--- src/icache_geom_pkg.sv ---
package icache_geom_pkg;

  // 8 KB direct-mapped cache, 128 lines of 64 bytes
  // address = {tag, index, offset}

  // fetch and memory address width
  localparam int ADDR_W = 32;

  // byte offset inside a 64 byte line
  localparam int OFFSET_W = 6;

  // one index per line
  localparam int INDEX_W = 7;

  // whatever is left above index and offset
  localparam int TAG_W = ADDR_W - INDEX_W - OFFSET_W;

  localparam int NUM_LINES = 1 << INDEX_W;

  // instruction word
  localparam int WORD_W = 32;

  // each bank row is a 16 byte slice of a line
  localparam int BANK_W = 128;

  // 512 bit line split over 128 bit banks
  localparam int NUM_BANKS = (8 << OFFSET_W) / BANK_W;

  // refill burst length in words
  localparam int WORDS_PER_LINE = (8 << OFFSET_W) / WORD_W;

  typedef logic [ADDR_W-1:0] addr_t;
  typedef logic [TAG_W-1:0] tag_t;
  typedef logic [INDEX_W-1:0] index_t;
  typedef logic [WORD_W-1:0] word_t;
  typedef logic [BANK_W-1:0] bank_row_t;

  // offset bits 5:4
  typedef logic [$clog2(NUM_BANKS)-1:0] bank_sel_t;

  // offset bits 3:2
  typedef logic [$clog2(BANK_W/WORD_W)-1:0] lane_sel_t;

  // beat number, upper bits pick the bank, lower bits the lane
  typedef logic [$clog2(WORDS_PER_LINE)-1:0] beat_cnt_t;

endpackage
--- src/icache_bus_pkg.sv ---
package icache_bus_pkg;

  import icache_geom_pkg::*;

  // len field is beats minus one
  localparam logic [7:0] LINE_BURST_LEN = 8'(WORDS_PER_LINE - 1);
  localparam logic [7:0] SINGLE_BURST_LEN = 8'd0;

  // addr[31:28] of the uncached window
  localparam logic [3:0] UNCACHED_REGION = 4'hA;

  // fetch unit holds these until the response
  typedef struct packed {
    logic  valid;
    addr_t addr;
  } fetch_req_t;

  // single cycle pulse back to fetch
  typedef struct packed {
    logic  valid;
    word_t data;
  } fetch_rsp_t;

  // held unchanged for the whole burst
  typedef struct packed {
    logic       valid;
    addr_t      addr;
    logic [7:0] len;
  } mem_req_t;

  // one beat per cycle with ready high
  typedef struct packed {
    logic  ready;
    word_t data;
  } mem_rsp_t;

  // broadcast to all banks, only the matching bank writes
  typedef struct packed {
    logic      en;
    bank_sel_t bank;
    index_t    index;
    lane_sel_t lane;
    word_t     data;
  } bank_wr_t;

endpackage

--- src/icache_word_select.sv ---
`timescale 1ns/10ps

module icache_word_select
  import icache_geom_pkg::*, icache_bus_pkg::*;
(
  input  bank_row_t           bank_rows_i [NUM_BANKS],
  input  logic [OFFSET_W-1:0] offset_i,
  input  logic                uncached_valid_i,
  input  word_t               uncached_word_i,
  input  logic                rsp_valid_i,
  output fetch_rsp_t          fetch_rsp_o
);

  bank_sel_t bank_sel;
  lane_sel_t lane_sel;
  bank_row_t row;
  word_t     cached_word;

  // offset 5:4 picks the bank, 3:2 the word lane
  // low two bits ignored, fetches are word aligned
  assign {bank_sel, lane_sel} = offset_i[OFFSET_W-1:2];

  // row from the bank holding this 16 byte slice
  assign row = bank_rows_i[bank_sel];

  // aligned word out of the row
  assign cached_word = row[lane_sel*WORD_W +: WORD_W];

  // uncached word only in the cycle after its beat
  assign fetch_rsp_o.valid = rsp_valid_i;
  assign fetch_rsp_o.data  = uncached_valid_i ? uncached_word_i : cached_word;

endmodule

--- config.mk ---
export PLATFORM = sky130hd
export DESIGN_NAME = icache_word_select
export DESIGN_NICKNAME = d
export VERILOG_FILES = /design/src/icache_geom_pkg.sv /design/src/icache_bus_pkg.sv /design/src/icache_word_select.sv
export SDC_FILE = /design/constraint.sdc
export NUM_CORES = 1
export LEC_CHECK = 0
export ABC_AREA = 1
export BUFFER_PORTS_ARGS = -buffer_cell sky130_fd_sc_hd__buf_4
export CORE_AREA = 2 2 230 232
export DETAILED_ROUTE_END_ITERATION = 10
export DIE_AREA = 0 0 232 234
export GPL_TIMING_DRIVEN = 0
export PLACE_DENSITY = 0.32
export SLEW_MARGIN = 20
export SYNTH_ARGS = -nofsm -noshare
export SYNTH_HDL_FRONTEND = slang
export SYNTH_SLANG_ARGS = --single-unit
--- constraint.sdc ---
create_clock -name vclk -period 2
set_input_delay 0.1 -clock vclk [all_inputs]
set_output_delay 0.1 -clock vclk [all_outputs]
set_load 0.02 [all_outputs]
==> results of run 1 <==
[final timing paths]
kind	from	endpoint	slack (ns)	depth (start not counted)
worst max-delay path	offset_i[4]	fetch_rsp_o[4]	0.11	12
worst min-delay path	rsp_valid_i	fetch_rsp_o[32]	0.40	2
[metal layers]
metal,GRT usage,vias to the layer above,part of all wire
met2,0.3763,399,0.50
met3,0.03830,20,0.067
met1,0.2504,4874,0.42
met5,0,-,0
met4,0.02183,0,0.012
li1,-,5249,-
[logic make-up after synthesis]
kind of cell | after synthesis | share of synthesized area
buf+inv | 118 | 0.1581
simple gates | 1152 | 0.8419
[per-stage QoR]
| step | utilization | cell area, um2 |
|---|---|---|
| floorplan | - | 5707 |
| global placement | 0.2098 | 10910 |
| detailed placement | 0.2098 | 10910 |
| CTS | 0.2103 | 10940 |
| global route | 0.2108 | 10970 |
| finish | 0.2108 | 10970 |
[power by group through the flow]
stage               sequential [mW]     clock, mW  combinational, mW
finish                            0  0.0000000669               2.67
global route                      0  0.0000000669               2.93
CTS                               0             0               2.72
detailed placement                0             0               2.70
global placement                  0             0               2.70
floorplan                         0             0               1.12
[cell type report]
type	instances	share of cell area
Tap cell	688	0.07849
Buffer	113	0.08430
Timing Repair Buffer	579	0.3963
Multi-Input combinational cell	1152	0.4385
Inverter	5	0.002167
Antenna cell	1	0.0002282
[timing repair]
item                                   CTS  global route
setup endpoints to repair               32            13
resized for setup                       16            14
endpoints found under the hold margin    0             0
[cells in the mapped netlist]
master | instances | area [um2]
clkbuf_1 | 19 | 71.32
inv_6 | 1 | 8.760
buf_12 | 2 | 40.04
nand3_1 | 384 | 1922
inv_2 | 1 | 3.750
buf_6 | 47 | 529.3
buf_4 | 6 | 45.04
nand2_1 | 768 | 2883
buf_2 | 37 | 185.2
inv_1 | 3 | 11.26
buf_1 | 2 | 7.510
==> flow_summary_export.csv, run 1 <==
group,metric,value,unit
setup_path,critical_path_class,"in -> out",
floorplanning,floorplan.initialDensity,0.1097,
finish,seq_cells,0,
synthesis,synth-warning-count,0,
finish,fill_cells,6210,
setup_path,critPathMostFrequentCell,"nand2_1",
floorplanning,fp.dieH,234,um
global_routing,first_global_vias,11060,
finish,multiInputGateArea,4810,um2
setup_path,startpoint_type,"input pin",
clock_tree,postCtsHoldBufs,0,
power,power.clock.fraction,0,
setup_path,worstPathMaxFanout,10,
sta,worst_slew_margin_rel,0.4343,
route,totalWireLength,58200,um
finish,drive_above_1_share,0.3721,
route,drcViolationCount,0,
sta,final.setup.tns,0,ns
finish,final-seq-area,0,um2
power,internal_power_component,1.257,mW
place,buffer_ports.inserted,579,
global_routing,grt_overflow_total,0,
finish,finish.net_count,2403,
setup_path,cp_cell_sequence,"buf_6, buf_6, buf_6, nand2_1, nand3_1, nand3_1, nand2_1, nand2_1, nand2_1, nand2_1, nand2_1, buf_4",
clock_tree,cts_post_setup_buffers_inserted,0,
synthesis,synth_area,5707,um2
synthesis,synth_fp_nets,1822,
power,power.sequential.fraction,0,
sta,post-route-worst-setup-slack,0.1070,ns
synthesis,seq_area_frac_synth,0,
synthesis,average_footprint_of_a_synthesized_cell,4.493,um2
synthesis,synth.distinct_cells,11,
global_routing,pin_count_of_the_biggest_net_entering_global_routing,11,
finish,layout_commonest_cell,"nand2_1",
hold_path,min_path_type,"in -> out",
sta,final_hold_viol_count,0,
place,gp_routability_congestion,0.8629,
place,dp_hpwl,50250,um
run_status,status,"complete, no violations",
floorplanning,die_w,232,um
route,drt_pre_antenna_iters,4,
route,ant_nets,0,
sta,setup_viol_count_final,0,
finish,num-clock-buffers,0,
sta,finalCritPeriodShare,0.9465,
job,max_cap_violations,0,
route,average_wire_per_cell_in_the_routed_design,22.93,um
floorplanning,core.rowCount,84,
route,vias,10540,
sta,min_period,1.893,ns
global_routing,grt_util_all_layers,0.2035,
setup_path,critPathRequiredTime,1.90,ns
route,number_of_drc_markers_in_iteration_0,510,
place,dp_cells,2537,
sta,timing.hold.ws,0.3971,ns
global_routing,grt_first_pass_wirelength,79230,um
floorplanning,core_area,52020,um2
power,switching_share,0.5298,
setup_path,cpLargestDelayFamily,"simple AND/OR/NAND/NOR gates",
sta,tightestPinTransition,0.8486,ns
power,fraction_of_power_consumed_by_combinational_cells,1.000,
power,static-leakage-power,6.102,nW
setup_path,critical_path.max_stage_delay,0.28,ns
finish,layout_common_cells,"nand2_1, buf_4, nand3_1, buf_6, buf_2",
power,power_per_cell_area,243.8,nW/um2
setup_path,data_arrival_time_of_the_critical_path,1.79,ns
floorplanning,design.die.area,54290,um2
finish,fin_cells,2538,
setup_path,cp-end-kind,"output pin",
setup_path,cpMaxStageDelayCell,"nand3_1",
power,power.switching,1.417,mW
sta,final_count_of_pins_violating_max_slew,0,
setup_path,timing.critical_path.buf_inv,4,
global_routing,antenna_found_initial,2,
place,dp_worst_setup_slack,-0.4984,ns
sta,rsz_0062_raised_after_global_routing,"false",
synthesis,synthesis.instances,1270,
floorplanning,ioPinCount,585,
finish,area_growth,92.19,%
sta,clock.fmax,528.3,MHz
power,irDropWorstVdd,0.00007945,V
power,power,2.674,mW
route,avgViaCountPerCell,4.154,
Note: power is estimated with default switching activity, not from simulation.
==> run 2: changes to the inputs <==
- CORE_AREA: 2 2 230 232 -> 2 2 231 233
- DIE_AREA: 0 0 232 234 -> 0 0 233 235
- PLACE_DENSITY: 0.32 -> 0.33
- clock period: 2 -> 1.6 ns (I/O delays scaled with it)
==> run 2 against run 1 <==
Sequential share of layout area stayed put. Critical path type unchanged. Combinational power grew 50%. Largest power group unchanged. Die area up 0.86%.
==> flow_summary_export.csv, run 2 (synthesis gave the netlist of run 1 again) <==
group,metric,value,unit
run_status,status,"complete, no violations",
sta,clock.fmax,630.0,MHz
sta,finalCritPeriodShare,0.9921,
global_routing,antenna_found_initial,1,
job,max_cap_violations,0,
route,avgViaCountPerCell,4.186,
global_routing,pin_count_of_the_biggest_net_entering_global_routing,11,
finish,final-seq-area,0,um2
hold_path,min_path_type,"in -> out",
route,vias,10700,
floorplanning,fp.dieH,235,um
setup_path,startpoint_type,"input pin",
setup_path,critical_path_class,"in -> out",
sta,worst_slew_margin_rel,0.5376,
floorplanning,core_area,52240,um2
finish,layout_commonest_cell,"nand2_1",
floorplanning,core.rowCount,84,
setup_path,cp-end-kind,"output pin",
place,dp_hpwl,49050,um
sta,min_period,1.587,ns
sta,setup_viol_count_final,0,
sta,rsz_0062_raised_after_global_routing,"true",
hold_path,hold_start,"rsp_valid_i",
finish,area_growth,126.7,%
sta,tightestPinTransition,0.6936,ns
power,power,4.004,mW
setup_path,data_arrival_time_of_the_critical_path,1.51,ns
global_routing,grt_first_pass_wirelength,79120,um
finish,drive_above_1_share,0.5086,
finish,finish.net_count,2422,
floorplanning,design.die.area,54760,um2
global_routing,grt_overflow_total,0,
finish,fin_util,0.2477,
global_routing,first_global_vias,11290,
finish,fin_cells,2557,
global_routing,grt_util_all_layers,0.1998,
setup_path,critPathRequiredTime,1.52,ns
route,drcViolationCount,0,
route,number_of_drc_markers_in_iteration_0,474,
setup_path,crit_start,"offset_i[4]",
floorplanning,die_w,233,um
floorplanning,floorplan.initialDensity,0.1093,
route,ant_nets,0,
finish,layout_common_cells,"nand2_1, buf_4, nand3_1, nand3_2, nand2_2",
route,totalWireLength,58020,um
sta,final_count_of_pins_violating_max_slew,0,
finish,num-clock-buffers,0,
place,gp_routability_congestion,0.8880,
finish,seq_cells,0,
route,average_wire_per_cell_in_the_routed_design,22.69,um
power,static-leakage-power,6.862,nW
power,irDropWorstVdd,0.0001063,V
clock_tree,postCtsHoldBufs,0,
floorplanning,ioPinCount,585,
power,power_per_cell_area,309.5,nW/um2
place,buffer_ports.inserted,579,
place,dp_cells,2537,
setup_path,worstPathMaxFanout,10,
route,drt_pre_antenna_iters,5,
sta,final_hold_viol_count,0,
run 2: cell count changes in the layout (fill, tap and decap cells not counted), sizes merged:
cell / previous run / this run
clkinv: 0 / 1
clkbuf: 21 / 32
inv: 5 / 4
buf: 671 / 679
run 2: report_power, final:
group | internal [mW] | switching [mW]
Combinational | 1.94 | 2.06
Clock | 0.0000000836 | 0
Sequential | 0 | 0
Total | 1.94 | 2.06
run 2: timing repair:
action | CTS | global route
setup buffers | 10 | 1
gates resized for setup | 257 | 194
setup endpoints to repair | 32 | 32
pin swaps | 24 | 35
cloned | 3 | 10
run 2: final cells by class:
class	count	area [um2]
inverter	5	47.55
antenna	1	2.502
fill	6091	39300
buffer	109	1266
multi-input combinational	1152	5901
tap	688	860.8
timing repair buffer	602	4862
run 2: worst paths after layout:
check                        endpoint  slack, ns  cells past startpoint
worst max-delay path  fetch_rsp_o[12]       0.01                     13
worst min-delay path  fetch_rsp_o[32]       0.36                      2
run 2: worst max-delay path: stages:
cell and delay, ns:
buf_16 0.13, clkinv_16 0.10, buf_16 0.18, buf_8 0.15
nand2_1 0.07, nand3_2 0.11, nand3_4 0.10, nand2_4 0.07
nand2_2 0.11, nand2_1 0.08, nand2_2 0.08, nand2_2 0.08
buf_6 0.14
run 2: through the flow:
| step | worst slack, ns | TNS (ns) | cell area (um2) | hold slack [ns] |
|---|---|---|---|---|
| 5_1_grt | -0.04772 | -0.3953 | 12940 | 0.3631 |
| 6_report | 0.01269 | 0 | 12940 | 0.3591 |
| 3_3_place_gp | -0.9137 | -22.96 | 10910 | 0.3590 |
| 4_1_cts | -0.03279 | -0.1438 | 11950 | 0.3589 |
| 2_1_floorplan | 0.4743 | 0 | 5707 | 0.2726 |
| 3_5_place_dp | -0.9206 | -23.28 | 10910 | 0.3589 |
run 2: routing by layer:
layer,vias up,share of wire,GRT usage
met5,-,0,0
met4,0,0.020,0.03243
met3,36,0.061,0.03095
met2,416,0.50,0.3660
met1,4949,0.42,0.2466
li1,5303,-,-
==> run 3: changes to the inputs <==
- BUFFER_PORTS_ARGS: -buffer_cell sky130_fd_sc_hd__buf_4 -> -buffer_cell sky130_fd_sc_hd__buf_2
- CELL_PAD_IN_SITES_DETAIL_PLACEMENT: unset -> 1
- CELL_PAD_IN_SITES_GLOBAL_PLACEMENT: unset -> 2
- CORE_AREA: 2 2 231 233 -> 2 2 226 228
- DIE_AREA: 0 0 233 235 -> 0 0 228 230
- PLACE_DENSITY: 0.33 -> 0.72
==> run 3 against run 2 <==
Combinational power down 16%. Setup slack better by 0.0042 ns. Utilization down 3.1 points. Sequential share of layout area unchanged. Power down 16%. Via count down 0.10%. Die area down 4.2%. Final cell count down 0.51%. Fmax up 0.26%. Sequential cell count unchanged. First-iteration DRC count down 0.63%. Critical path type unchanged. Largest cell class is now multi-input combinational cells. Highest routed layer is now met5.
==> flow_summary_export.csv, run 3 (synthesis gave the netlist of run 1 again) <==
group,metric,value,unit
floorplanning,die_w,228,um
floorplanning,core_area,49860,um2
finish,area_growth,88.97,%
sta,min_period,1.583,ns
global_routing,grt_util_all_layers,0.2062,
route,drcViolationCount,0,
global_routing,grt_overflow_total,0,
power,power_per_cell_area,311.7,nW/um2
global_routing,antenna_found_initial,10,
setup_path,critPathMostFrequentCell,"nand2_1",
sta,clock.fmax,631.7,MHz
floorplanning,ioPinCount,585,
setup_path,startpoint_type,"input pin",
setup_path,cp_cell_sequence,"buf_12, inv_12, buf_12, buf_12, buf_8, nand2_1, nand3_1, nand3_1, nand2_2, nand2_1, nand2_1, nand2_1, nand2_1, buf_6",
route,vias,10690,
route,drt_pre_antenna_iters,7,
route,average_wire_per_cell_in_the_routed_design,22.34,um
finish,layout_commonest_cell,"nand2_1",
global_routing,first_global_vias,11570,
place,placed_instance_area,9445,um2
run_status,status,"complete, no violations",
place,buffer_ports.inserted,579,
finish,drive_above_1_share,0.4440,
place,dp_cells,2521,
finish,finish.net_count,2419,
setup_path,cp-end-kind,"output pin",
floorplanning,floorplan.initialDensity,0.1144,
setup_path,data_arrival_time_of_the_critical_path,1.50,ns
setup_path,critical_path.max_stage_delay,0.15,ns
place,gp_routability_congestion,0.9274,
hold_path,hold_start,"rsp_valid_i",
setup_path,crit_start,"offset_i[4]",
global_routing,pin_count_of_the_biggest_net_entering_global_routing,11,
power,static-leakage-power,6.069,nW
route,avgViaCountPerCell,4.203,
global_routing,grt_first_pass_wirelength,79200,um
route,number_of_drc_markers_in_iteration_0,471,
sta,timing.hold.ws,0.3788,ns
sta,finalCritPeriodShare,0.9895,
hold_path,whs_path_depth,2,
setup_path,critical_path_class,"in -> out",
floorplanning,design.die.area,52440,um2
route,totalWireLength,56820,um
job,max_cap_violations,0,
clock_tree,postCtsHoldBufs,0,
finish,layout_common_cells,"nand2_1, buf_2, nand3_1, nand2_2, buf_6",
hold_path,holdPathEnd,"fetch_rsp_o[32]",
finish,finalInstanceArea,10780,um2
sta,worst_slew_margin_rel,0.5969,
sta,tightestPinTransition,0.6046,ns
hold_path,min_path_type,"in -> out",
route,ant_nets,0,
floorplanning,fp.dieH,230,um
sta,final_count_of_pins_violating_max_slew,0,
sta,setup_viol_count_final,0,
power,irDropWorstVdd,0.00008943,V
finish,num-clock-buffers,0,
sta,rsz_0062_raised_after_global_routing,"true",
place,dp_hpwl,47180,um
finish,fin_cells,2544,
floorplanning,core.rowCount,82,
setup_path,cpMaxStageDelayCell,"buf_8",
sta,final_hold_viol_count,0,
finish,final-seq-area,0,um2
setup_path,critPathRequiredTime,1.52,ns
sta,final.setup.tns,0,ns
finish,seq_cells,0,
setup_path,worstPathMaxFanout,10,
run 3: cell types whose count changed in the layout (fill, tap and decap cells not counted), sizes merged:
cell    change
clkbuf     -11
buf         +8
diode       +6
clkinv      -1
inv         +1
run 3: report_power, final:
group	total [mW]	switching [mW]	internal [mW]
logic	3.36	1.90	1.46
registers	0	0	0
clock network	0.000000546	0	0.000000546
run 3: worst max path at each step:
stage,slack (ns),endpoint
6_report,0.02,fetch_rsp_o[25]
5_1_grt,-0.09,fetch_rsp_o[25]
4_1_cts,-0.007,fetch_rsp_o[24]
3_5_place_dp,-0.91,fetch_rsp_o[17]
3_3_place_gp,-0.92,fetch_rsp_o[17]
2_1_floorplan,0.47,fetch_rsp_o[3]
run 3: final cells by class:
type                            count  area, um2
Fill cell                        6706      39080
Antenna cell                        7      17.52
Buffer                            109       1205
Tap cell                          672      840.8
Multi-Input combinational cell   1152       5285
Inverter                            5      36.28
Timing Repair Buffer              599       3400
run 3: metrics by stage:
stage / util / setup WS (ns) / total power [mW]
2_1_floorplan: - / 0.4743 / 1.402
3_3_place_gp: 0.1894 / -0.9197 / 2.900
3_5_place_dp: 0.1894 / -0.9052 / 2.923
4_1_cts: 0.2056 / -0.007113 / 3.226
5_1_grt: 0.2163 / -0.08945 / 3.695
6_report: 0.2163 / 0.01686 / 3.362
run 3: per-layer routing:
| metal | routed length [um] | up-vias | GRT usage |
|---|---|---|---|
| met5 | 10 | - | 0 |
| met4 | 708 | 2 | 0.02737 |
| met3 | 2732 | 40 | 0.02319 |
| met2 | 28520 | 408 | 0.3807 |
| met1 | 24850 | 4950 | 0.2619 |
| li1 | - | 5293 | - |
run 3: what timing repair did:
| action | 4_1_cts | 5_1_grt |
|---|---|---|
| gates cloned | 3 | 2 |
| setup buffers | 15 | 1 |
| setup endpoints to repair | 32 | 32 |
| gates resized for setup | 191 | 130 |
| pin swaps | 18 | 38 |
run 3: worst max-delay path, delay by kind of cell:
kind                   cells  cell delay (ns)
buffers and inverters      6             0.72
and+or+nand+nor            8             0.68
