--- src/icache_geom_pkg.sv ---
package icache_geom_pkg;

  // 8 KB direct-mapped cache, 128 lines of 64 bytes
  // address = {tag, index, offset}

  // fetch and memory address width
  localparam int ADDR_W = 32;

  // byte offset inside a 64 byte line
  localparam int OFFSET_W = 6;

  // one index per line
  localparam int INDEX_W = 7;

  // whatever is left above index and offset
  localparam int TAG_W = ADDR_W - INDEX_W - OFFSET_W;

  localparam int NUM_LINES = 1 << INDEX_W;

  // instruction word
  localparam int WORD_W = 32;

  // each bank row is a 16 byte slice of a line
  localparam int BANK_W = 128;

  // 512 bit line split over 128 bit banks
  localparam int NUM_BANKS = (8 << OFFSET_W) / BANK_W;

  // refill burst length in words
  localparam int WORDS_PER_LINE = (8 << OFFSET_W) / WORD_W;

  typedef logic [ADDR_W-1:0] addr_t;
  typedef logic [TAG_W-1:0] tag_t;
  typedef logic [INDEX_W-1:0] index_t;
  typedef logic [WORD_W-1:0] word_t;
  typedef logic [BANK_W-1:0] bank_row_t;

  // offset bits 5:4
  typedef logic [$clog2(NUM_BANKS)-1:0] bank_sel_t;

  // offset bits 3:2
  typedef logic [$clog2(BANK_W/WORD_W)-1:0] lane_sel_t;

  // beat number, upper bits pick the bank, lower bits the lane
  typedef logic [$clog2(WORDS_PER_LINE)-1:0] beat_cnt_t;

endpackage
--- src/icache_bus_pkg.sv ---
package icache_bus_pkg;

  import icache_geom_pkg::*;

  // len field is beats minus one
  localparam logic [7:0] LINE_BURST_LEN = 8'(WORDS_PER_LINE - 1);
  localparam logic [7:0] SINGLE_BURST_LEN = 8'd0;

  // addr[31:28] of the uncached window
  localparam logic [3:0] UNCACHED_REGION = 4'hA;

  // fetch unit holds these until the response
  typedef struct packed {
    logic  valid;
    addr_t addr;
  } fetch_req_t;

  // single cycle pulse back to fetch
  typedef struct packed {
    logic  valid;
    word_t data;
  } fetch_rsp_t;

  // held unchanged for the whole burst
  typedef struct packed {
    logic       valid;
    addr_t      addr;
    logic [7:0] len;
  } mem_req_t;

  // one beat per cycle with ready high
  typedef struct packed {
    logic  ready;
    word_t data;
  } mem_rsp_t;

  // broadcast to all banks, only the matching bank writes
  typedef struct packed {
    logic      en;
    bank_sel_t bank;
    index_t    index;
    lane_sel_t lane;
    word_t     data;
  } bank_wr_t;

endpackage

--- src/icache_refill_ctrl.sv ---
`timescale 1ns/10ps

module icache_refill_ctrl
  import icache_geom_pkg::*, icache_bus_pkg::*;
(
  input  logic                clk,
  input  logic                rst,
  input  fetch_req_t          fetch_req_i,
  input  logic                hit_i,
  input  mem_rsp_t            mem_rsp_i,
  output mem_req_t            mem_req_o,
  output bank_wr_t            bank_wr_o,
  output index_t              rd_index_o,
  output tag_t                lookup_tag_o,
  output index_t              lookup_index_o,
  output logic                tag_we_o,
  output logic [OFFSET_W-1:0] offset_o,
  output logic                uncached_valid_o,
  output word_t               uncached_word_o,
  output logic                rsp_valid_o
);

  typedef enum logic [2:0] {
    RESET,
    IDLE,
    LOOKUP,
    LINE_REFILL,
    UNCACHED_READ
  } state_t;

  state_t              state_q;
  logic                mem_valid_q;
  beat_cnt_t           beat_q;
  logic                uncached_valid_q;
  // payload registers
  tag_t                tag_q;
  index_t              index_q;
  logic [OFFSET_W-1:0] offset_q;
  addr_t               mem_addr_q;
  logic [7:0]          mem_len_q;
  word_t               uncached_word_q;

  tag_t                fetch_tag;
  index_t              fetch_index;
  logic [OFFSET_W-1:0] fetch_offset;
  logic                uncached_region;
  logic                lookup_hit;
  logic                accept;
  logic                start_refill;
  logic                start_uncached;
  logic                beat_fire;
  logic                last_beat;

  assign {fetch_tag, fetch_index, fetch_offset} = fetch_req_i.addr;

  // top nibble of the registered address
  assign uncached_region = (tag_q[TAG_W-1 -: 4] == UNCACHED_REGION);
  assign lookup_hit      = (state_q == LOOKUP) && hit_i && !uncached_region;
  // new fetch taken in idle or right behind a hit
  assign accept          = fetch_req_i.valid && ((state_q == IDLE) || lookup_hit);
  assign start_refill    = (state_q == LOOKUP) && !uncached_region && !hit_i;
  assign start_uncached  = (state_q == LOOKUP) && uncached_region;
  assign beat_fire       = mem_valid_q && mem_rsp_i.ready;
  assign last_beat       = beat_fire && (beat_q == beat_cnt_t'(mem_len_q));

  // control state
  always_ff @(posedge clk) begin
    if (rst) begin
      state_q          <= RESET;
      mem_valid_q      <= 1'b0;
      beat_q           <= '0;
      uncached_valid_q <= 1'b0;
    end else begin
      uncached_valid_q <= 1'b0;
      case (state_q)
        RESET: begin
          state_q <= IDLE;
        end
        IDLE: begin
          if (accept) begin
            state_q <= LOOKUP;
          end
        end
        LOOKUP: begin
          if (start_uncached) begin
            state_q     <= UNCACHED_READ;
            mem_valid_q <= 1'b1;
          end else if (start_refill) begin
            state_q     <= LINE_REFILL;
            mem_valid_q <= 1'b1;
            beat_q      <= '0;
          end else if (!fetch_req_i.valid) begin
            // hit with nothing behind it
            state_q <= IDLE;
          end
        end
        LINE_REFILL: begin
          if (beat_fire) begin
            beat_q <= beat_q + 1'b1;
            if (last_beat) begin
              // held fetch address hits on the next lookup
              mem_valid_q <= 1'b0;
              state_q     <= IDLE;
            end
          end
        end
        UNCACHED_READ: begin
          if (beat_fire) begin
            mem_valid_q      <= 1'b0;
            uncached_valid_q <= 1'b1;
            state_q          <= IDLE;
          end
        end
        default: begin
          state_q <= IDLE;
        end
      endcase
    end
  end

  // address fields, request and uncached word
  always_ff @(posedge clk) begin
    if (accept) begin
      tag_q    <= fetch_tag;
      index_q  <= fetch_index;
      offset_q <= fetch_offset;
    end
    if (start_refill) begin
      // whole line from its first byte
      mem_addr_q <= {tag_q, index_q, {OFFSET_W{1'b0}}};
      mem_len_q  <= LINE_BURST_LEN;
    end else if (start_uncached) begin
      // exact word that is never stored in the banks
      mem_addr_q <= {tag_q, index_q, offset_q[OFFSET_W-1:2], 2'b00};
      mem_len_q  <= SINGLE_BURST_LEN;
    end
    if ((state_q == UNCACHED_READ) && beat_fire) begin
      uncached_word_q <= mem_rsp_i.data;
    end
  end

  assign mem_req_o.valid = mem_valid_q;
  assign mem_req_o.addr  = mem_addr_q;
  assign mem_req_o.len   = mem_len_q;

  // beat n goes to bank n[3:2] and lane n[1:0]
  assign bank_wr_o.en    = (state_q == LINE_REFILL) && beat_fire;
  assign {bank_wr_o.bank, bank_wr_o.lane} = beat_q;
  assign bank_wr_o.index = index_q;
  assign bank_wr_o.data  = mem_rsp_i.data;

  // banks read the incoming index on the accepting edge
  assign rd_index_o       = accept ? fetch_index : index_q;
  assign lookup_tag_o     = tag_q;
  assign lookup_index_o   = index_q;
  assign tag_we_o         = (state_q == LINE_REFILL) && last_beat;
  assign offset_o         = offset_q;
  assign uncached_valid_o = uncached_valid_q;
  assign uncached_word_o  = uncached_word_q;
  assign rsp_valid_o      = lookup_hit || uncached_valid_q;

  // memory side sees one fixed request per burst
  a_req_stable: assert property (@(posedge clk) disable iff (rst)
    mem_valid_q && $past(mem_valid_q) |-> $stable(mem_addr_q) && $stable(mem_len_q));

  // outside lookup a response only follows a single beat transfer
  a_rsp_source: assert property (@(posedge clk) disable iff (rst)
    rsp_valid_o |-> (state_q == LOOKUP) ||
                    $past(beat_fire && (mem_len_q == SINGLE_BURST_LEN)));

endmodule

--- config.mk ---
export PLATFORM = sky130hd
export DESIGN_NAME = icache_refill_ctrl
export DESIGN_NICKNAME = d
export VERILOG_FILES = /design/src/icache_geom_pkg.sv /design/src/icache_bus_pkg.sv /design/src/icache_refill_ctrl.sv
export SDC_FILE = /design/constraint.sdc
export NUM_CORES = 1
export LEC_CHECK = 0
export BUFFER_PORTS_ARGS = -buffer_cell sky130_fd_sc_hd__buf_2
export CAP_MARGIN = 20
export CORE_MARGIN = 5
export CORE_UTILIZATION = 44
export CTS_CLUSTER_DIAMETER = 150
export DETAILED_ROUTE_END_ITERATION = 8
export PLACE_DENSITY = 0.89
export SLEW_MARGIN = 20
export SYNTH_ARGS = -nofsm -noshare
export SYNTH_HDL_FRONTEND = slang
export SYNTH_SLANG_ARGS = --single-unit
--- constraint.sdc ---
create_clock -name clk -period 3.2 [get_ports clk]
set_input_delay 0.16 -clock clk [delete_from_list [all_inputs] [get_ports clk]]
set_output_delay 0.16 -clock clk [all_outputs]
set_load 0.05 [all_outputs]
==> summary.txt, run 1 <==
Drt
  • Met3 Wirelength: 1188 um
  • Residual DRC count: 0
  • DR vias: 2913
  • Initial DRC count: 116
  • Antenna-violating nets left: 0
  • Initial DRT Pass Iterations: 4
  • Final WL: 10460 um
  • Met1 Wirelength: 3715 um
  • Routed vias/inst: 4.698
  • Top sig layer: met4
  • Drt wl/cell: 16.87 um
  • DR WL met2: 5281 um

Placed design
  • Buffers on Ports: 221
  • Inst Count DP: 545
  • DP HPWL: 7193 um
  • Final Wtd Congestion: 0.7974

Timing
  • Slew headroom: 0.5450
  • Least-Margin Pin Slew: 0.6788 ns
  • Clk_skew: 0.01719 ns
  • Final Hold Fails: 0
  • Min Clock Period, post-route: 2.448 ns
  • Max Freq: 0.4085 GHz
  • RSZ-0062 raised after global routing: false
  • Fin Setup TNS: 0 ns
  • Endpoints failing setup: 0
  • Period utilization: 0.7650
  • Max Transition Viols Final: 0

Synth
  • Seq/Total Area, Yosys: 0.7268
  • Post-Synthesis Cells: 264
  • Syn_area_per_cell: 15.18 um2
  • Yosys warnings: 0
  • Mapped cell area: 4008 um2
  • Flops & latches, synth: 104
  • Commonest register cell after synthesis: edfxtp_1
  • Yosys cell types: 42
  • Largest cells by area after synthesis: edfxtp_1 62%, dfxtp_1 10%, buf_4 9.4%, and2_1 4.2%, mux2_2 2.0%
  • Post-synth EDFFs: 83
  • Ys async rst share: 0
  • Top cell type's share of synthesized area: 0.6219
  • Leading area contributor after synthesis: edfxtp_1

Worst hold path
  • Hold Path Origin: fetch_req_i[10]
  • Hold EP: lookup_index_o[4]$_DFF_P_
  • Hold Crit Class: input pin to flop
  • Hold depth: 2

Layout
  • Share of cells above drive strength 1: 0.4951
  • Layout net count: 576
  • Most frequent cells in the layout: 221 x buf_2, 83 x edfxtp_1, 58 x dlygate4sd3_1
  • Fill cells: 646
  • Final cell count without fillers: 620
  • FF+latch area: 2913 um2
  • Area taken by multi-input logic gates: 706.9 um2
  • Area grow syn2layout: 41.49%
  • Commonest non-fill, non-tap cell in the layout: buf_2

Die
  • Core footprint: 8806 um2
  • Die W: 105.4 um
  • Ports: 228
  • Die Y-Extent: 105.4 um
  • Starting Density: 0.4551
  • Die ar.: 11120 um2
  • Row Count: 34

Setup path
  • FF-to-FF Start: state_q[1]$_SDFFE_PP0P_
  • Worst reg2reg path endpoint: beat_q[0]$_SDFFE_PP0P_
  • Worst r2r path cells: 4
  • Worst Path Buf+Inv: 2
  • CP Data Required Time: 3.04 ns
  • FF-to-FF setup slack: 1.19 ns
  • CP Launch Type: flop
  • Data arrival, critical path: 2.29 ns
  • Cell Chain, Critical Path: nand4bb_1 -> a31oi_1 -> nor3b_4 -> buf_12 -> mux2_2 -> buf_2
  • CP endpoint kind: output port
  • Slowest cell on the critical path: edfxtp_1
  • Critical setup path kind: flop to output port
  • Worst path top cell family by delay: simple AND/OR/NAND/NOR gates
  • Worst-path fanout max: 32
  • Delay of the slowest critical-path stage: 0.44 ns
  • CP startpoint: lookup_tag_o[16]$_DFFE_PP_

Power and ir drop
  • Clock network power share: 0.218
  • Switching share of power: 0.3869
  • Power per cell area: 605.6 nW/um2
  • Combinational fraction of design power: 0.311
  • Sw power: 1.329 mW
  • Peak VDD IR: 0.5533 mV
  • Register share of total power: 0.471
  • Leak: 2.408 nW
  • Cell Int Power: 2.105 mW

Global routing
  • Initial antenna violation count: 1
  • All-Layer GR Usage: 0.1842
  • Largest net degree at the start of global routing: 51
  • Total gr overflow: 0
  • First-pass GRT wire length: 16130 um
  • Vias in the first global route: 3144

Clock network
  • Clk Tree Root Cell: clkbuf_8
  • Post-CTS setup repair buffer count: 0
  • Total CTS buffers: 9
  • # H-tree levels: 3
  • CTS Buffer Depth: 2
  • Worst-path clk slew: 0.11 ns
  • CTS Sinks: 104
  • CTS tree: built
  • Cts repair resizes: 0
  • Clk Latency, worst-skew pair: 0.35 ns

Run status
  • Status: completed

Flow run
  • Max Cap Viol: 0
-- how the worst max path moves through the flow --
stage / end / cells after the start / slack, ns
after floorplan: uncached_word_o[0]$_DFFE_PP_ / 4 / 0.47
after global placement: rd_index_o[0] / 6 / 1.22
after detailed placement: rd_index_o[1] / 6 / 1.15
after CTS: rd_index_o[1] / 6 / 0.72
after global routing: rd_index_o[1] / 6 / 0.59
final: rd_index_o[1] / 6 / 0.75
-- sequential cells by signal, summed over array words and instances, names as in the netlist --
signal	flops
state_q	3
lookup_tag_o	19
uncached_word_o	32
mem_valid_q	1
mem_len_q	1
mem_addr_q	30
beat_q	4
lookup_index_o	7
offset_o	6
uncached_valid_o	1
-- layout make-up --
class / instances / share of cell area
flip-flops and latches: 104 / 0.5137
repair buffers: 283 / 0.3049
multi-input cells: 106 / 0.1247
well taps: 108 / 0.02383
clock buffers: 10 / 0.02251
clock inverters: 6 / 0.008605
inverters: 2 / 0.001324
diodes: 1 / 0.0004413
-- cell usage after synthesis (all sizes together) (2+ instances only) --
library cell,n
a31oi,3
nand3,6
inv,2
nand2,10
nor3,8
nor2,5
a21oi,6
dfxtp,21
edfxtp,83
mux2,7
buf,56
and2,27
nor3b,5
nand3b,2
-- stage by stage --
| stage | power [mW] | cell area [um2] | setup WS (ns) | utilization | hold WS, ns |
|---|---|---|---|---|---|
| finish | 3.434 | 5670 | 0.7521 | 0.6439 | 0.04311 |
| global route | 3.584 | 5670 | 0.5858 | 0.6439 | 0.01137 |
| CTS | 3.462 | 5658 | 0.7232 | 0.6425 | 0.01377 |
| detailed placement | 2.662 | 4911 | 1.147 | 0.5577 | 0.3381 |
| global placement | 2.645 | 4911 | 1.218 | 0.5577 | 0.3360 |
| floorplan | 2.497 | 4026 | 0.4716 | - | 0.2556 |
-- repair_timing --
| item | 4_1_cts | 5_1_grt |
|---|---|---|
| hold buffers | 57 | 1 |
| hold endpoints to repair | 57 | 1 |
| endpoints found under the setup margin | 0 | 0 |
-- layer usage --
metal  vias to the layer above  GRT usage
li1                       1384          -
met1                      1336     0.1941
met2                       174     0.3238
met3                        19    0.07518
met4                         0    0.07966
met5                         -          0
-- cell families after synthesis --
| logic type | after synthesis | share of synthesized area |
|---|---|---|
| and+or+nand+nor | 71 | 0.1074 |
| AOI/OAI and AO/OA | 19 | 0.03372 |
| other | 1 | 0.0009357 |
| buffers and inverters | 59 | 0.1040 |
| DFF | 104 | 0.7268 |
| muxes | 7 | 0.01967 |
| xor gates and xnor gates | 2 | 0.004372 |
| adders and majority gates | 1 | 0.003122 |
-- power by group through the flow --
stage	clock network [mW]	registers (mW)	logic [mW]
6_report	0.749	1.62	1.07
4_1_cts	0.776	1.62	1.07
5_1_grt	0.843	1.63	1.11
3_5_place_dp	0	1.65	1.01
2_1_floorplan	0	1.92	0.573
3_3_place_gp	0	1.64	1.00
(Power assumes the default switching activity.)
==> inputs of run 2 (changes only) <==
==> constraint.sdc (replaced) <==
create_clock -name clk -period 2.3 [get_ports clk]
set_input_delay 0.115 -clock clk [delete_from_list [all_inputs] [get_ports clk]]
set_output_delay 0.115 -clock clk [all_outputs]
set_load 0.05 [all_outputs]
==> run 2 against run 1 <==
Compared with the run above:
- first-iteration DRC count up 10%
- total power is 51% higher
- die area did not move
- non-clock buffer count rose by 21
- hold slack worse by 0.0043 ns
- register-to-register slack lost 0.83 ns
- critical path depth is 1 higher
- combinational power rose by 53%
- critical path type unchanged
- largest power group unchanged
- highest routed layer unchanged
==> summary.txt, run 2 (same netlist as run 1, synthesis figures left out) <==
Setup path
  • Critical Path Stages: 7 (was 6)
  • Worst reg2reg path endpoint: lookup_tag_o[17]$_DFFE_PP_ (was beat_q[0]$_SDFFE_PP0P_)
  • Slowest cell on the critical path: dfxtp_2 (was edfxtp_1)
  • CP Data Required Time: 2.18 ns (was 3.04 ns)
  • CP Launch Type: flop (unchanged)
  • Worst setup path end: rd_index_o[1] (unchanged)
  • Cell Chain, Critical Path: and2b_2 -> a31oi_4 -> nor3b_4 -> buf_4 -> buf_12 -> mux2_2 -> buf_6 (was nand4bb_1 -> a31oi_1 -> nor3b_4 -> buf_12 -> mux2_2 -> buf_2)
  • Worst path top cell family by delay: simple AND/OR/NAND/NOR gates (unchanged)
  • Critical setup path kind: flop to output port (unchanged)
  • Worst Path Buf+Inv: 3 (was 2)
  • Delay of the slowest critical-path stage: 0.39 ns (was 0.44 ns)
  • Data arrival, critical path: 2.14 ns (was 2.29 ns)
  • Worst r2r path cells: 8 (was 4)
  • FF-to-FF setup slack: 0.36 ns (was 1.19 ns)
  • Worst-path fanout max: 13 (was 32)
  • CP startpoint: state_q[0]$_SDFFE_PP0P_ (was lookup_tag_o[16]$_DFFE_PP_)
  • CP endpoint kind: output port (unchanged)
  • FF-to-FF Start: lookup_tag_o[15]$_DFFE_PP_ (was state_q[1]$_SDFFE_PP0P_)

Placed design
  • Inst Count DP: 546 (was 545)
  • Post-Place Worst Slack: 0.2170 ns (was 1.147 ns)
  • DP HPWL: 7466 um (was 7193 um)
  • Final Wtd Congestion: 0.7675 (was 0.7974)
  • Buffers on Ports: 221 (unchanged)

Global routing
  • Total gr overflow: 0 (unchanged)
  • Vias in the first global route: 3238 (was 3144)
  • Grt met2 use: 0.3652 (was 0.3238)
  • M1 GR Usage: 0.1983 (was 0.1941)
  • Initial antenna violation count: 1 (unchanged)
  • Largest net degree at the start of global routing: 47 (was 51)
  • All-Layer GR Usage: 0.1957 (was 0.1842)
  • Global route hottest layer: met2 (unchanged)
  • First-pass GRT wire length: 17040 um (was 16130 um)
  • Routing usage on met3: 0.06968 (was 0.07518)

Layout
  • Commonest non-fill, non-tap cell in the layout: buf_2 (unchanged)
  • Share of cells above drive strength 1: 0.5169 (was 0.4951)
  • Final cell count without fillers: 641 (was 620)
  • Area grow syn2layout: 50.98% (was 41.49%)
  • Layout net count: 597 (was 576)
  • Most frequent cells in the layout: 214 x buf_2, 83 x edfxtp_1, 64 x dlygate4sd3_1 (was 221 x buf_2, 83 x edfxtp_1, 58 x dlygate4sd3_1)
  • Number of flip-flops in the largest register: 32 (unchanged)

Drt
  • Antenna-violating nets left: 0 (unchanged)
  • Drt wl/cell: 17.89 um (was 16.87 um)
  • Residual DRC count: 0 (unchanged)
  • Initial DRT Pass Iterations: 4 (unchanged)
  • Final WL: 11470 um (was 10460 um)
  • Routed vias/inst: 4.808 (was 4.698)
  • Initial DRC count: 128 (was 116)
  • DR vias: 3082 (was 2913)

Die
  • Die ar.: 11120 um2 (unchanged)
  • Starting Density: 0.4551 (unchanged)
  • Die W: 105.4 um (unchanged)
  • Core footprint: 8806 um2 (unchanged)
  • Die Y-Extent: 105.4 um (unchanged)
  • Row Count: 34 (unchanged)
  • Ports: 228 (unchanged)

Timing
  • Endpoints failing setup: 0 (unchanged)
  • Min Clock Period, post-route: 2.259 ns
  • Period utilization: 0.9821
  • RSZ-0062 raised after global routing: true (was false)
  • Final Hold Fails: 0 (unchanged)
  • Fin Setup TNS: 0 ns (unchanged)
  • Max Transition Viols Final: 0 (unchanged)
  • Clk_skew: 0.01544 ns (was 0.01719 ns)
  • Final worst setup slack: 0.04115 ns (was 0.7521 ns)
  • Max Freq: 0.4427 GHz
  • Worst hold slack: 0.03879 ns (was 0.04311 ns)
  • Slew headroom: 0.5696 (was 0.5450)
  • Least-Margin Pin Slew: 0.6442 ns (was 0.6788 ns)

Clock network
  • CTS Sinks: 104 (unchanged)
  • Clk Latency, worst-skew pair: 0.36 ns (was 0.35 ns)
  • Clk Tree Root Cell: clkbuf_8 (unchanged)
  • # H-tree levels: 3 (unchanged)
  • CTS Buffer Depth: 2 (unchanged)
  • Worst-path clk slew: 0.10 ns (was 0.11 ns)
  • CTS tree: built (unchanged)
  • Total CTS buffers: 9 (unchanged)

Worst hold path
  • Hold depth: 2 (unchanged)
  • Hold Crit Class: input pin to flop (unchanged)

Run status
  • Status: completed (unchanged)

Power and ir drop
  • Power per cell area: 854.3 nW/um2 (was 605.6 nW/um2)
  • Pwr Total: 5.169 mW (was 3.434 mW)
  • Leak: 2.582 nW (was 2.408 nW)
  • Peak VDD IR: 0.8603 mV (was 0.5533 mV)

Flow run
  • Max Cap Viol: 0 (unchanged)
[run 2: cell count changes in the layout (fill, tap and decap cells not counted), moves of 2 or more]
cell | before | now
dlygate4sd3_1 | 58 | 64
buf_2 | 221 | 214
buf_6 | 0 | 7
bufinv_16 | 0 | 2
buf_4 | 3 | 14
dfxtp_1 | 21 | 19
buf_12 | 1 | 3
[run 2: area by class of cell]
class	count	area [um2]
Antenna cell	1	2.502
Inverter	2	7.507
Clock buffer	9	123.9
Fill cell	595	2755
Tap cell	108	135.1
Clock inverter	7	100.1
Multi-Input combinational cell	106	750.7
Sequential cell	104	2918
Timing Repair Buffer	304	2013
[run 2: stage by stage]
| step | utilization | instance area, um2 |
|---|---|---|
| after CTS | 0.6687 | 5888 |
| after detailed placement | 0.5654 | 4979 |
| after global placement | 0.5654 | 4979 |
| final | 0.6871 | 6051 |
| after global routing | 0.6871 | 6051 |
| after floorplan | - | 4064 |
[run 2: power breakdown]
part / leakage, nW / internal [mW] / total, mW / switching [mW]
logic: 1.55 / 0.470 / 1.64 / 1.17
clock network: 0.115 / 0.626 / 1.27 / 0.640
registers: 0.919 / 2.16 / 2.26 / 0.0977
[run 2: per-layer routing]
layer / vias to the layer above / routed length (um)
li1: 1429 / -
met3: 22 / 1201
met1: 1444 / 3982
met5: - / 0
met4: 0 / 244
met2: 187 / 6037
[run 2: repair_timing]
action | 4_1_cts | 5_1_grt
hold endpoints to repair | 64 | 0
setup endpoints to repair | 7 | 7
cloned | 1 | 1
pin swaps | 1 | 3
setup buffers | 1 | 11
resized for setup | 3 | 24
hold buffers | 64 | 0
[run 2: worst min path at each step]
stage,from,endpoint,slack [ns]
floorplan,mem_rsp_i[32],mem_valid_q$_SDFFE_PP0P_,0.21
global placement,fetch_req_i[30],lookup_tag_o[17]$_DFFE_PP_,0.29
detailed placement,fetch_req_i[2],offset_o[2]$_DFFE_PP_,0.29
CTS,fetch_req_i[8],lookup_index_o[2]$_DFF_P_,0.002
global route,fetch_req_i[8],lookup_index_o[2]$_DFF_P_,0.02
finish,rst,beat_q[1]$_SDFFE_PP0P_,0.04
[run 2: worst register-to-register path: stages, from the launching register on]
cell,delay (ns)
edfxtp_1,0.42
nand4bb_4,0.30
a31oi_4,0.24
nor3b_4,0.07
buf_4,0.14
clkbuf_16,0.14
buf_4,0.14
buf_4,0.13
buf_4,0.13
==> inputs of run 3 (changes only) <==
--- a/config.mk
+++ b/config.mk
@@ -12,6 +12,7 @@
 export CTS_CLUSTER_DIAMETER = 150
 export DETAILED_ROUTE_END_ITERATION = 8
 export PLACE_DENSITY = 0.89
+export REMOVE_ABC_BUFFERS = 1
 export SLEW_MARGIN = 20
 export SYNTH_ARGS = -nofsm -noshare
 export SYNTH_HDL_FRONTEND = slang
==> run 3 against run 2 <==
Compared with the run above:
- clock skew fell by 0.0022 ns
- via count decreased by 2.5%
- cell count fell by 1.7%
- die area unchanged
- sequential share of layout area is 1.8 points higher
- flip-flop and latch count is the same
- setup slack gained 0.066 ns
- routed wire length is 3.3% lower
- critical path type unchanged
==> summary.txt, run 3 (same netlist as run 1, synthesis figures left out) <==
Power and ir drop
  • Leak: 2.481 nW (was 2.582 nW)
  • Peak VDD IR: 0.7489 mV (was 0.8603 mV)
  • Power per cell area: 852.0 nW/um2 (was 854.3 nW/um2)

Layout
  • Area grow syn2layout: 45.80% (was 50.98%)
  • N_diodes: 0 (was 1)
  • Share of cells above drive strength 1: 0.4981 (was 0.5169)
  • Area taken by multi-input logic gates: 706.9 um2 (was 750.7 um2)
  • Commonest non-fill, non-tap cell in the layout: buf_2 (unchanged)
  • Most frequent cells in the layout: 220 x buf_2, 83 x edfxtp_1, 65 x dlygate4sd3_1 (was 214 x buf_2, 83 x edfxtp_1, 64 x dlygate4sd3_1)
  • Fill cells: 610 (was 595)
  • FF+latch area: 2920 um2 (was 2918 um2)
  • Final cell count without fillers: 630 (was 641)
  • Layout net count: 587 (was 597)
  • Number of flip-flops in the largest register: 32 (unchanged)

Die
  • Ports: 228 (unchanged)
  • Die Y-Extent: 105.4 um (unchanged)
  • Die W: 105.4 um (unchanged)
  • Die ar.: 11120 um2 (unchanged)
  • Starting Density: 0.4551 (unchanged)
  • Core footprint: 8806 um2 (unchanged)
  • Row Count: 34 (unchanged)

Flow run
  • Max Cap Viol: 0 (unchanged)

Worst hold path
  • Hold Crit Class: input pin to flop (unchanged)

Placed design
  • DP HPWL: 7690 um (was 7466 um)
  • Final Wtd Congestion: 0.8092 (was 0.7675)
  • Buffers on Ports: 221 (unchanged)
  • Inst Count DP: 548 (was 546)

Drt
  • Residual DRC count: 0 (unchanged)
  • Final WL: 11090 um (was 11470 um)
  • DR vias: 3006 (was 3082)
  • Initial DRC count: 104 (was 128)
  • Initial DRT Pass Iterations: 6 (was 4)
  • Drt wl/cell: 17.60 um (was 17.89 um)
  • Antenna-violating nets left: 0 (unchanged)
  • Routed vias/inst: 4.771 (was 4.808)

Timing
  • Max Transition Viols Final: 0 (unchanged)
  • Min Clock Period, post-route: 2.193 ns (was 2.259 ns)
  • Endpoints failing setup: 0 (unchanged)
  • Period utilization: 0.9534 (was 0.9821)
  • Max Freq: 0.4560 GHz (was 0.4427 GHz)
  • Slew headroom: 0.5714 (was 0.5696)
  • Clk_skew: 0.01322 ns (was 0.01544 ns)
  • Least-Margin Pin Slew: 0.6415 ns (was 0.6442 ns)
  • Worst hold slack: 0.05670 ns (was 0.03879 ns)
  • RSZ-0062 raised after global routing: false (was true)
  • Final Hold Fails: 0 (unchanged)
  • Fin Setup TNS: 0 ns (unchanged)

Global routing
  • Initial antenna violation count: 0 (was 1)
  • First-pass GRT wire length: 17180 um (was 17040 um)
  • All-Layer GR Usage: 0.1977 (was 0.1957)
  • Vias in the first global route: 3149 (was 3238)
  • Largest net degree at the start of global routing: 51 (was 47)
  • Total gr overflow: 0 (unchanged)

Clock network
  • CTS Buffer Depth: 2 (unchanged)
  • Worst-path clk slew: 0.11 ns (was 0.10 ns)
  • Clk Latency, worst-skew pair: 0.36 ns (about the same)
  • Total CTS buffers: 9 (unchanged)
  • CTS Sinks: 104 (unchanged)
  • Clk Tree Root Cell: clkbuf_8 (unchanged)
  • CTS tree: built (unchanged)
  • # H-tree levels: 3 (unchanged)

Setup path
  • CP endpoint kind: output port (unchanged)
  • CP Launch Type: flop (unchanged)
  • CP Data Required Time: 2.18 ns (about the same)
  • Critical setup path kind: flop to output port (unchanged)
  • Data arrival, critical path: 2.08 ns (was 2.14 ns)
  • Worst-path fanout max: 13 (unchanged)

Run status
  • Status: completed (unchanged)
-- run 3: report_power, final --
| group | internal [mW] | leakage, nW | switching, mW |
|---|---|---|---|
| Sequential | 2.16 | 0.919 | 0.0921 |
| Clock | 0.536 | 0.110 | 0.668 |
| Combinational | 0.374 | 1.45 | 1.14 |
| Total | 3.08 | 2.48 | 1.90 |
-- run 3: final cells by class --
class / instances / share of cell area
Sequential cell: 104 / 0.4998
Multi-Input combinational cell: 106 / 0.1210
Tap cell: 108 / 0.02313
Clock buffer: 9 / 0.02120
Timing Repair Buffer: 294 / 0.3178
Inverter: 2 / 0.001285
Clock inverter: 7 / 0.01585
-- run 3: per-stage QoR --
step / total power [mW] / instance area (um2) / setup WS [ns] / util
final: 4.978 / 5843 / 0.1072 / 0.6635
after global routing: 5.174 / 5843 / 0.01971 / 0.6635
after CTS: 5.017 / 5836 / 0.05954 / 0.6627
after detailed placement: 3.708 / 4946 / 0.2661 / 0.5617
after global placement: 3.685 / 4946 / 0.3485 / 0.5617
after floorplan: 3.226 / 3617 / -0.4681 / -
-- run 3: repair_timing --
item,in CTS,in global routing
hold buffers,65,0
endpoints found under the setup margin,7,7
hold endpoints to repair,65,0
resized for setup,2,3
pin swaps,1,1
buffers inserted,1,0
-- run 3: worst max-delay path, cell delays in order, from the launching register on --
cell and delay, ns:
dfxtp_4 0.40, and2b_1 0.23, a31oi_1 0.14, nor3b_4 0.24
buf_12 0.16, mux2_2 0.35, clkbuf_4 0.21
-- run 3: worst paths after layout --
check / start / to / slack [ns] / cells after the start
max: state_q[0]$_SDFFE_PP0P_ / rd_index_o[3] / 0.11 / 6
min: rst / beat_q[1]$_SDFFE_PP0P_ / 0.06 / 2
max reg2reg: state_q[2]$_SDFFE_PP0P_ / uncached_word_o[10]$_DFFE_PP_ / 0.46 / 4
min reg2reg: mem_addr_q[2]$_SDFFE_PP0N_ / mem_addr_q[2]$_SDFFE_PP0N_ / 0.46 / 2
-- run 3: routing by layer --
| layer | GRT usage | up-vias | share of wire |
|---|---|---|---|
| li1 | - | 1403 | - |
| met1 | 0.2113 | 1408 | 0.36 |
| met2 | 0.3588 | 171 | 0.53 |
| met3 | 0.06174 | 24 | 0.090 |
| met4 | 0.08435 | 0 | 0.026 |
| met5 | 0 | - | 0 |
